$ cat config.mk
export PLATFORM = sky130hd
export DESIGN_NAME = phy_rx_top
export DESIGN_NICKNAME = d
export VERILOG_FILES = /design/src/chiplet_types_pkg.sv /design/src/phy_types_pkg.sv /design/src/crc32_engine.sv /design/src/flit_decoder_8b10b.sv /design/src/phy_rx_manager.sv /design/src/phy_rx_top.sv
export SDC_FILE = /design/constraint.sdc
export NUM_CORES = 1
export LEC_CHECK = 0
export ABC_AREA = 0
export BUFFER_PORTS_ARGS = -buffer_cell sky130_fd_sc_hd__buf_4
export CORE_MARGIN = 3
export CORE_UTILIZATION = 30
export DETAILED_ROUTE_END_ITERATION = 8
export PLACE_DENSITY = 0.47
export SLEW_MARGIN = 0
export SYNTH_ARGS = -nofsm -noshare
export SYNTH_HDL_FRONTEND = slang
export SYNTH_SLANG_ARGS = --single-unit
$ cat constraint.sdc
create_clock -name CLK -period 6.9 [get_ports CLK]
set_clock_uncertainty 0.1 [all_clocks]
set_input_delay 1.38 -clock CLK [delete_from_list [all_inputs] [get_ports CLK]]
set_output_delay 1.38 -clock CLK [all_outputs]
set_load 0.005 [all_outputs]
$ cat src/chiplet_types_pkg.sv
package chiplet_types_pkg;

    localparam int FLIT_W = 32;
    localparam int SIZE_W = 8;
    localparam int CRC_W  = 32;

    typedef enum logic [3:0] {
        DATA    = 4'h1,
        CONTROL = 4'h2
    } flit_format_e;

    // Header layout, format in the top nibble.
    typedef struct packed {
        flit_format_e      format;
        logic [SIZE_W-1:0] size;  // Number of payload flits that follow.
        logic [3:0]        dest;
        logic [15:0]       rsvd;
    } flit_hdr_t;

    // A decoded flit is a header or a plain payload word.
    typedef union packed {
        flit_hdr_t         hdr;
        logic [FLIT_W-1:0] payload;
    } flit_u;

    // CRC-32 is shifted MSB first with no final XOR.
    localparam logic [CRC_W-1:0] CRC_POLY = 32'h04C1_1DB7;
    localparam logic [CRC_W-1:0] CRC_INIT = 32'hFFFF_FFFF;

endpackage

$ cat src/phy_types_pkg.sv
package phy_types_pkg;

    // One symbol is held as {abcdei, fghj}. Bit a sits at bit 9 and j at bit 0.
    localparam int SYM_W         = 10;
    localparam int SYM_DATA_W    = 8;
    localparam int SUB6_W        = 6;  // 5b/6b sub-block, abcdei.
    localparam int SUB4_W        = 4;  // 3b/4b sub-block, fghj.

    localparam int SYMS_PER_FLIT = 4;
    localparam int ENC_FLIT_W    = SYM_W * SYMS_PER_FLIT;

    // K28.5 comma in both running disparities.
    localparam logic [SYM_W-1:0] K28_5_RDN = 10'b001111_1010;
    localparam logic [SYM_W-1:0] K28_5_RDP = 10'b110000_0101;

endpackage

$ cat src/crc32_engine.sv
`timescale 1ns/1ps

module crc32_engine
    import chiplet_types_pkg::*;
#(
    parameter int UNROLL_FACTOR = 8
) (
    input  logic             CLK,
    input  logic             nRST,
    input  logic             crc_clear,
    input  logic             crc_update,
    input  logic [CRC_W-1:0] crc_in,
    output logic [CRC_W-1:0] crc_out,
    output logic             crc_busy,
    output logic             crc_done
);

    localparam int STEPS = CRC_W / UNROLL_FACTOR;
    localparam int CNT_W = $clog2(STEPS + 1);

    logic [CRC_W-1:0] data_sr;
    logic [CNT_W-1:0] step_cnt;

    // Feeds UNROLL_FACTOR message bits into the register, MSB first.
    function automatic logic [CRC_W-1:0] crc_chunk(input logic [CRC_W-1:0] crc,
                                                   input logic [UNROLL_FACTOR-1:0] bits);
        logic [CRC_W-1:0] c;
        logic             fb;
        c = crc;
        for (int i = UNROLL_FACTOR - 1; i >= 0; i--) begin
            fb = c[CRC_W-1] ^ bits[i];
            c  = {c[CRC_W-2:0], 1'b0} ^ (fb ? CRC_POLY : '0);
        end
        return c;
    endfunction

    // The first chunk is taken straight from crc_in on the update edge.
    always_ff @(posedge CLK, negedge nRST) begin
        if (!nRST) begin
            crc_out  <= CRC_INIT;
            crc_busy <= 1'b0;
            crc_done <= 1'b0;
            step_cnt <= '0;
        end else if (crc_clear) begin
            crc_out  <= CRC_INIT;  // Also aborts a pass in flight.
            crc_busy <= 1'b0;
            crc_done <= 1'b0;
            step_cnt <= '0;
        end else if (crc_update) begin
            crc_out  <= crc_chunk(crc_out, crc_in[CRC_W-1 -: UNROLL_FACTOR]);
            crc_busy <= 1'b1;
            crc_done <= (STEPS == 1);
            step_cnt <= CNT_W'(1);
        end else if (crc_done) begin
            crc_busy <= 1'b0;
            crc_done <= 1'b0;
        end else if (crc_busy) begin
            crc_out  <= crc_chunk(crc_out, data_sr[CRC_W-1 -: UNROLL_FACTOR]);
            crc_done <= (step_cnt == CNT_W'(STEPS - 1));
            step_cnt <= step_cnt + 1'b1;
        end
    end

    always_ff @(posedge CLK) begin
        if (crc_update) begin
            data_sr <= crc_in << UNROLL_FACTOR;
        end else if (crc_busy) begin
            data_sr <= data_sr << UNROLL_FACTOR;
        end
    end

    a_no_update_busy : assert property (@(posedge CLK) disable iff (!nRST)
        crc_busy |-> !crc_update)
        else $error("CRC update requested during a pass.");

endmodule

$ cat src/flit_decoder_8b10b.sv
`timescale 1ns/1ps

module flit_decoder_8b10b
    import phy_types_pkg::*, chiplet_types_pkg::*;
(
    input  logic                  CLK,
    input  logic                  nRST,
    input  logic [ENC_FLIT_W-1:0] enc_flit,
    input  logic                  enc_valid,
    output flit_u                 flit,
    output logic                  flit_valid,
    output logic                  sym_err
);

    logic [FLIT_W-1:0] dec_word;
    logic              bad_sym;
    logic              is_comma;
    logic [SYM_W-1:0]  sym;
    logic [5:0]        lo;
    logic [3:0]        hi;

    // Returns {valid, EDCBA}. Both disparities decode to the same value.
    function automatic logic [5:0] dec_5b6b(input logic [SUB6_W-1:0] abcdei);
        logic [5:0] r;
        case (abcdei)
            6'b100111, 6'b011000: r = {1'b1, 5'd0};
            6'b011101, 6'b100010: r = {1'b1, 5'd1};
            6'b101101, 6'b010010: r = {1'b1, 5'd2};
            6'b110001:            r = {1'b1, 5'd3};
            6'b110101, 6'b001010: r = {1'b1, 5'd4};
            6'b101001:            r = {1'b1, 5'd5};
            6'b011001:            r = {1'b1, 5'd6};
            6'b111000, 6'b000111: r = {1'b1, 5'd7};
            6'b111001, 6'b000110: r = {1'b1, 5'd8};
            6'b100101:            r = {1'b1, 5'd9};
            6'b010101:            r = {1'b1, 5'd10};
            6'b110100:            r = {1'b1, 5'd11};
            6'b001101:            r = {1'b1, 5'd12};
            6'b101100:            r = {1'b1, 5'd13};
            6'b011100:            r = {1'b1, 5'd14};
            6'b010111, 6'b101000: r = {1'b1, 5'd15};
            6'b011011, 6'b100100: r = {1'b1, 5'd16};
            6'b100011:            r = {1'b1, 5'd17};
            6'b010011:            r = {1'b1, 5'd18};
            6'b110010:            r = {1'b1, 5'd19};
            6'b001011:            r = {1'b1, 5'd20};
            6'b101010:            r = {1'b1, 5'd21};
            6'b011010:            r = {1'b1, 5'd22};
            6'b111010, 6'b000101: r = {1'b1, 5'd23};
            6'b110011, 6'b001100: r = {1'b1, 5'd24};
            6'b100110:            r = {1'b1, 5'd25};
            6'b010110:            r = {1'b1, 5'd26};
            6'b110110, 6'b001001: r = {1'b1, 5'd27};
            6'b001110:            r = {1'b1, 5'd28};
            6'b101110, 6'b010001: r = {1'b1, 5'd29};
            6'b011110, 6'b100001: r = {1'b1, 5'd30};
            6'b101011, 6'b010100: r = {1'b1, 5'd31};
            default:              r = 6'b0;  // K28 and the rest are not data.
        endcase
        return r;
    endfunction

    // Returns {valid, HGF}. The alternate D.x.A7 codes are accepted too.
    function automatic logic [3:0] dec_3b4b(input logic [SUB4_W-1:0] fghj);
        logic [3:0] r;
        case (fghj)
            4'b1011, 4'b0100:                   r = {1'b1, 3'd0};
            4'b1001:                            r = {1'b1, 3'd1};
            4'b0101:                            r = {1'b1, 3'd2};
            4'b1100, 4'b0011:                   r = {1'b1, 3'd3};
            4'b1101, 4'b0010:                   r = {1'b1, 3'd4};
            4'b1010:                            r = {1'b1, 3'd5};
            4'b0110:                            r = {1'b1, 3'd6};
            4'b1110, 4'b0001, 4'b0111, 4'b1000: r = {1'b1, 3'd7};
            default:                            r = 4'b0;
        endcase
        return r;
    endfunction

    assign is_comma = (enc_flit[SYM_W-1:0] == K28_5_RDN) ||
                      (enc_flit[SYM_W-1:0] == K28_5_RDP);

    // Symbol i lands in byte i of the flit.
    always_comb begin
        dec_word = '0;
        bad_sym  = 1'b0;
        sym      = '0;
        lo       = '0;
        hi       = '0;
        for (int i = 0; i < SYMS_PER_FLIT; i++) begin
            sym = enc_flit[i*SYM_W +: SYM_W];
            lo  = dec_5b6b(sym[SYM_W-1 -: SUB6_W]);
            hi  = dec_3b4b(sym[SUB4_W-1:0]);
            dec_word[i*SYM_DATA_W +: SYM_DATA_W] = {hi[2:0], lo[4:0]};
            bad_sym = bad_sym | ~(lo[5] & hi[3]);
        end
    end

    always_ff @(posedge CLK, negedge nRST) begin
        if (!nRST) begin
            flit_valid <= 1'b0;
            sym_err    <= 1'b0;
        end else begin
            flit_valid <= enc_valid & ~is_comma & ~bad_sym;
            sym_err    <= enc_valid & ~is_comma & bad_sym;  // Idle flits never report.
        end
    end

    always_ff @(posedge CLK) begin
        if (enc_valid && !is_comma) begin
            flit.payload <= dec_word;
        end
    end

    a_valid_or_err : assert property (@(posedge CLK) disable iff (!nRST)
        !(flit_valid && sym_err))
        else $error("flit_valid and sym_err are high together.");

endmodule

$ cat src/phy_rx_manager.sv
`timescale 1ns/1ps

module phy_rx_manager
    import chiplet_types_pkg::*;
(
    input  logic              CLK,
    input  logic              nRST,
    input  flit_u             flit,
    input  logic              flit_valid,
    input  logic              sym_err,
    input  logic [CRC_W-1:0]  crc_out,
    input  logic              crc_busy,
    input  logic              crc_done,
    output logic              crc_clear,
    output logic              crc_update,
    output logic [CRC_W-1:0]  crc_in,
    output logic [FLIT_W-1:0] flit_out,
    output logic              flit_strobe,
    output logic              packet_done,
    output logic              crc_ok,
    output logic              err_out
);

    localparam logic [2:0] WAIT_HDR  = 3'd0;
    localparam logic [2:0] RUN_CRC   = 3'd1;
    localparam logic [2:0] WAIT_FLIT = 3'd2;
    localparam logic [2:0] CHECK_CRC = 3'd3;
    localparam logic [2:0] ERR       = 3'd4;

    logic [2:0]        state;
    logic [2:0]        n_state;
    logic [SIZE_W-1:0] size_q;
    logic [SIZE_W-1:0] cnt;
    logic [FLIT_W-1:0] data_q;
    logic              is_hdr;  // The running pass belongs to the header.
    logic              accept;
    logic              overrun;
    logic              load_hdr;
    logic              load_word;
    logic              cnt_inc;
    logic              cnt_clr;

    assign overrun  = flit_valid & crc_busy;
    assign accept   = flit_valid & ~crc_busy;
    assign crc_in   = flit.payload;
    assign flit_out = data_q;

    always_comb begin
        n_state     = state;
        crc_clear   = 1'b0;
        crc_update  = 1'b0;
        flit_strobe = 1'b0;
        packet_done = 1'b0;
        crc_ok      = 1'b0;
        err_out     = 1'b0;
        load_hdr    = 1'b0;
        load_word   = 1'b0;
        cnt_inc     = 1'b0;
        cnt_clr     = 1'b0;
        case (state)
            WAIT_HDR: begin
                if (accept) begin
                    crc_update = 1'b1;
                    load_hdr   = 1'b1;
                    cnt_clr    = 1'b1;
                    n_state    = RUN_CRC;
                end
            end
            RUN_CRC: begin
                if (crc_done) begin
                    flit_strobe = ~is_hdr;  // The header itself is never passed out.
                    cnt_inc     = ~is_hdr;
                    n_state     = WAIT_FLIT;
                end
            end
            WAIT_FLIT: begin
                if (accept) begin
                    load_word = 1'b1;
                    if (cnt == size_q) begin
                        n_state = CHECK_CRC;  // This one is the CRC flit.
                    end else begin
                        crc_update = 1'b1;
                        n_state    = RUN_CRC;
                    end
                end
            end
            CHECK_CRC: begin
                packet_done = 1'b1;
                crc_ok      = (crc_out == data_q);
                crc_clear   = 1'b1;
                cnt_clr     = 1'b1;
                n_state     = WAIT_HDR;
            end
            ERR: begin
                err_out   = 1'b1;
                crc_clear = 1'b1;
                cnt_clr   = 1'b1;
                n_state   = WAIT_HDR;
            end
            default: begin
                n_state = WAIT_HDR;
            end
        endcase
        if (sym_err || overrun) begin
            n_state = ERR;
        end
    end

    always_ff @(posedge CLK, negedge nRST) begin
        if (!nRST) begin
            state  <= WAIT_HDR;
            cnt    <= '0;
            is_hdr <= 1'b0;
        end else begin
            state <= n_state;
            if (cnt_clr) begin
                cnt <= '0;
            end else if (cnt_inc) begin
                cnt <= cnt + 1'b1;
            end
            if (crc_update) begin
                is_hdr <= load_hdr;
            end
        end
    end

    // The word stays put until the next flit, so flit_out is stable under the strobe.
    always_ff @(posedge CLK) begin
        if (load_hdr) begin
            size_q <= flit.hdr.size;
        end
        if (load_word) begin
            data_q <= flit.payload;
        end
    end

    a_done_vs_strobe : assert property (@(posedge CLK) disable iff (!nRST)
        !(packet_done && flit_strobe))
        else $error("packet_done and flit_strobe are high together.");

endmodule

$ cat src/phy_rx_top.sv
`timescale 1ns/1ps

module phy_rx_top
    import phy_types_pkg::*, chiplet_types_pkg::*;
#(
    parameter int UNROLL_FACTOR = 8
) (
    input  logic                  CLK,
    input  logic                  nRST,
    input  logic [ENC_FLIT_W-1:0] enc_flit,
    input  logic                  enc_valid,
    output logic [FLIT_W-1:0]     flit_out,
    output logic                  flit_strobe,
    output logic                  packet_done,
    output logic                  crc_ok,
    output logic                  err_out
);

    flit_u            flit;
    logic             flit_valid;
    logic             sym_err;
    logic             crc_clear;
    logic             crc_update;
    logic [CRC_W-1:0] crc_in;
    logic [CRC_W-1:0] crc_out;
    logic             crc_busy;
    logic             crc_done;

    flit_decoder_8b10b u_dec (
        .CLK        (CLK),
        .nRST       (nRST),
        .enc_flit   (enc_flit),
        .enc_valid  (enc_valid),
        .flit       (flit),
        .flit_valid (flit_valid),
        .sym_err    (sym_err)
    );

    crc32_engine #(
        .UNROLL_FACTOR (UNROLL_FACTOR)
    ) u_crc (
        .CLK        (CLK),
        .nRST       (nRST),
        .crc_clear  (crc_clear),
        .crc_update (crc_update),
        .crc_in     (crc_in),
        .crc_out    (crc_out),
        .crc_busy   (crc_busy),
        .crc_done   (crc_done)
    );

    phy_rx_manager u_mgr (
        .CLK         (CLK),
        .nRST        (nRST),
        .flit        (flit),
        .flit_valid  (flit_valid),
        .sym_err     (sym_err),
        .crc_out     (crc_out),
        .crc_busy    (crc_busy),
        .crc_done    (crc_done),
        .crc_clear   (crc_clear),
        .crc_update  (crc_update),
        .crc_in      (crc_in),
        .flit_out    (flit_out),
        .flit_strobe (flit_strobe),
        .packet_done (packet_done),
        .crc_ok      (crc_ok),
        .err_out     (err_out)
    );

endmodule

==> impl_metrics.tcl <==
set metrics [dict create \
    routabilityCongestion 0.826 \
    row_count 68 \
    crit_path_max_incr_delay_ns 0.62 \
    critical_path_cell_sequence "xor2_1 -> nor4_1 -> nand4_1 -> nor4_1 -> nand4_1 -> nor4_1 -> buf_4" \
    drc 0 \
    wl_mm 29.9 \
    ir_worst_vdd_uv 216 \
    netlist_instances 1134 \
    post-route-min-period_ns 4.17 \
    area_of_the_multi_input_gates_um2 6020 \
    clock_sinks 147 \
    finalSetupViolations 0 \
    grt_busiest_layer "met2" \
    synth.area.mux_share_pct 2.12 \
    globalRouteOverflowTotal 0 \
    clockPowerShare_pct 17.2 \
    synth_common_cells "nand2_1 (139), xnor2_1 (111), o21ai_0 (98), edfxtp_1 (96)" \
    dr.first_iter.drc_count 628 \
    post_drt_via_cell_ratio 4.95 \
    synth_cell_type_count 66 \
    maxCapViolations 0 \
    mappedNetlistArea_um2 10600 \
    boundaryPins 79 \
    cts-root-buf "clkbuf_16" \
    most_frequently_used_cell_type_in_the_post_synthesis_netlist "nand2_1" \
    post_cts_setup_buffer_count 0 \
    grt_usage_pct 15.8 \
    synth_top_area_share_pct 27.2 \
    p_comb_share_pct 55.0 \
    destination_of_the_critical_timing_path "crc_ok" \
    area.sequential_um2 4200 \
    detail-route-antenna-nets 0 \
    first_global_vias 7770 \
    timing.critical_path.max_delay_family "simple AND/OR/NAND/NOR gates" \
    postSynth.asyncResetShare_pct 34.7 \
    post_cts_resize_count 0 \
    antennaDiodeCount 0 \
    synth_area_in_simple_gates_pct 13.6 \
    cp.required_ns 5.42 \
    finalCritPeriodShare_pct 60.4 \
    path_class "reg -> out" \
    reg2regPathDepth 7 \
    detail_route.first_pass.iterations 5 \
    global_route.usage.met3_pct 2.54 \
    clk_latency_ns 0.43 \
    critPathBufInv 1 \
    timing.max_slew.rel_slack_pct 27.0 \
    yosys_most_used_dff "edfxtp_1" \
    warning_count_from_the_yosys_run 0 \
    cp.arrival_ns 2.69 \
    tns_ns 0 \
    worst_setup_path_start_kind "flop" \
    vias 8063 \
    cell_internal_pwr_mw 2.96 \
    cp_common_cell "nor4_1" \
    fin_util_pct 34.8 \
    p_leak_nw 4.57 \
    synth_seq_cells 147 \
    clockBufferDepth 2 \
    switching_share_pct 41.7 \
    detail_route.wl_per_cell_um 18.3 \
    die_h_um 194 \
    netlist.top_cell.by_area "edfxtp_1" \
    grt.met2_usage_pct 26.5 \
    die_area_um2 37600 \
    r2r-end "u_crc.crc_out[5]" \
    layout-drive-gt1-share_pct 15.9 \
    fillCellCount 3579 \
    fp.dieW_um 194 \
    sum_of_net_half_perimeters_after_detailed_placement_mm 22.1 \
    post_synth_xor_area_fraction_pct 19.1 \
    cellPowerDensity_nw_per_um2 420 \
    ctsHtreeMaxLevel 4 \
    crit_path_start "u_crc.crc_out[29]" \
    synth_compound_gate_area_share_pct 16.7 \
    pin_count_of_the_biggest_net_entering_global_routing 52 \
    max_freq_ghz 0.240 \
    holdBufCountCts 0 \
    cts-buffers-inserted 17 \
    post_synthesis_share_of_cell_area_spent_on_full_adders_half_adders_and_majority_gates_pct 5.00 \
    rr_startpoint "u_mgr.cnt[2]" \
    io_buffers 78 \
    final_nets 1245 \
    power_frac_seq_pct 27.9 \
    floorplan.initialDensity_pct 30.5 \
    cell_at_the_slowest_stage_of_the_critical_path "dfstp_2" \
    synth-edff-count 96 \
    worst_setup_hold_path_clk_slew_ns 0.07 \
    timing.critical_path.fanout_max 5 \
    outcome "complete, no violations" \
    number_of_hold_violations_in_the_final_report 0 \
    cp.depth 7 \
    timing_worst_slew_pin_value_ns 1.09 \
    post_synth_main_area_contributors "edfxtp_1 (27%), xnor2_1 (9.2%), dfstp_2 (7.9%)" \
    slew_viol_final 0 \
    min_path_type "reg -> reg" \
    post_synth.cell_area_avg_um2 9.35 \
    timing.critical_path.to_type "output pin" \
    met1_track_utilization_from_global_routing_pct 21.4 \
    syn-num-nets 1217 \
    cts_tree "built" \
    number_of_antenna_violations_at_the_first_check_in_global_routing 0 \
    total_net_switching_power_mw 2.11 \
    ys_seq_area_share_pct 39.6 \
    setup_repair_after_global_routing_missed_its_margin "false" \
    synth_top_family_by_area "XOR/XNOR gates" \
    design.core.area_um2 34700 \
    grt_pass1_wl_mm 46.7 \
    flow.area_growth_from_synthesis_pct 13.8 \
    reg2reg_slack_ns 3.19 \
]
[how the worst min path moves through the flow]
stage | endpoint | depth (start not counted) | from
floorplan | u_mgr.flit_out[0] | 0 | u_dec.flit[0]
global placement | u_mgr.flit_out[5] | 0 | u_dec.flit[5]
detailed placement | u_mgr.flit_out[5] | 0 | u_dec.flit[5]
CTS | u_mgr.flit_out[5] | 0 | u_dec.flit[5]
global route | u_mgr.flit_out[5] | 0 | u_dec.flit[5]
finish | u_mgr.flit_out[5] | 0 | u_dec.flit[5]
[stage by stage]
step	instance area, µm²	setup WS, ns	power (mW)	hold slack, ns	instances
after floorplan	10600	2.97	3.61	0.317	1134
after global placement	11500	3.02	4.22	0.334	1598
after detailed placement	11500	3.09	4.20	0.345	1598
after CTS	12100	2.62	5.10	0.361	1630
after global routing	12100	2.59	5.39	0.365	1630
final	12100	2.73	5.07	0.359	1630
[power by group through the flow]
stage | Clock (mW) | Combinational [mW] | Sequential, mW
4_1_cts | 0.893 | 2.79 | 1.41
5_1_grt | 0.928 | 3.02 | 1.44
3_3_place_gp | 0 | 2.79 | 1.43
3_5_place_dp | 0 | 2.77 | 1.43
6_report | 0.871 | 2.79 | 1.41
2_1_floorplan | 0 | 2.28 | 1.33
[layout make-up]
cell class              instances  area share [%]
flip-flops and latches        147            34.8
clock buffers                  17            3.53
clock inverters                15            1.02
inverters                      33            1.03
repair buffers                 81            5.04
well taps                     455            4.72
multi-input cells             882            49.9
[flip-flops by register name, indices dropped and copies added (netlist names), 3 cells and up]
register	flops
u_crc.crc_out	32
u_dec.flit	32
u_mgr.flit_out	32
u_crc.data_sr	24
u_mgr.cnt	8
u_mgr.size_q	8
u_crc.step_cnt	3
u_mgr.state	3
[layer usage]
layer / share of wire, % / vias up
li1: - / 4026
met1: 47 / 3880
met2: 49 / 137
met3: 3.0 / 20
met4: 1.3 / 0
met5: 0 / -
[logic make-up after synthesis]
logic type,Yosys count
adders and majority gates,43
DFF,147
and+or+nand+nor,328
xor gates and xnor gates,193
AOI/OAI and AO/OA,297
muxes,21
buffers and inverters,105
[cell usage in the layout (no fill, tap or decap), types with 8 or more instances in the layout]
| master | instances |
|---|---|
| o211ai_1 | 16 |
| dfstp_2 | 32 |
| clkbuf_16 | 17 |
| dfrtp_1 | 19 |
| inv_1 | 33 |
| ha_1 | 40 |
| nand2_1 | 139 |
| o21ai_0 | 98 |
| buf_4 | 81 |
| a21o_1 | 12 |
| a211oi_1 | 20 |
| nand3_1 | 24 |
| xnor2_1 | 111 |
| xnor2_2 | 17 |
| a31oi_1 | 11 |
| xor2_1 | 52 |
| nand4_1 | 9 |
| nand2b_1 | 11 |
| nor2b_1 | 8 |
| mux2i_1 | 18 |
| edfxtp_1 | 96 |
| nor2_1 | 92 |
| and2_1 | 9 |
| nor3_1 | 9 |
| a21oi_1 | 95 |
Power figures use the tool's default switching activity.
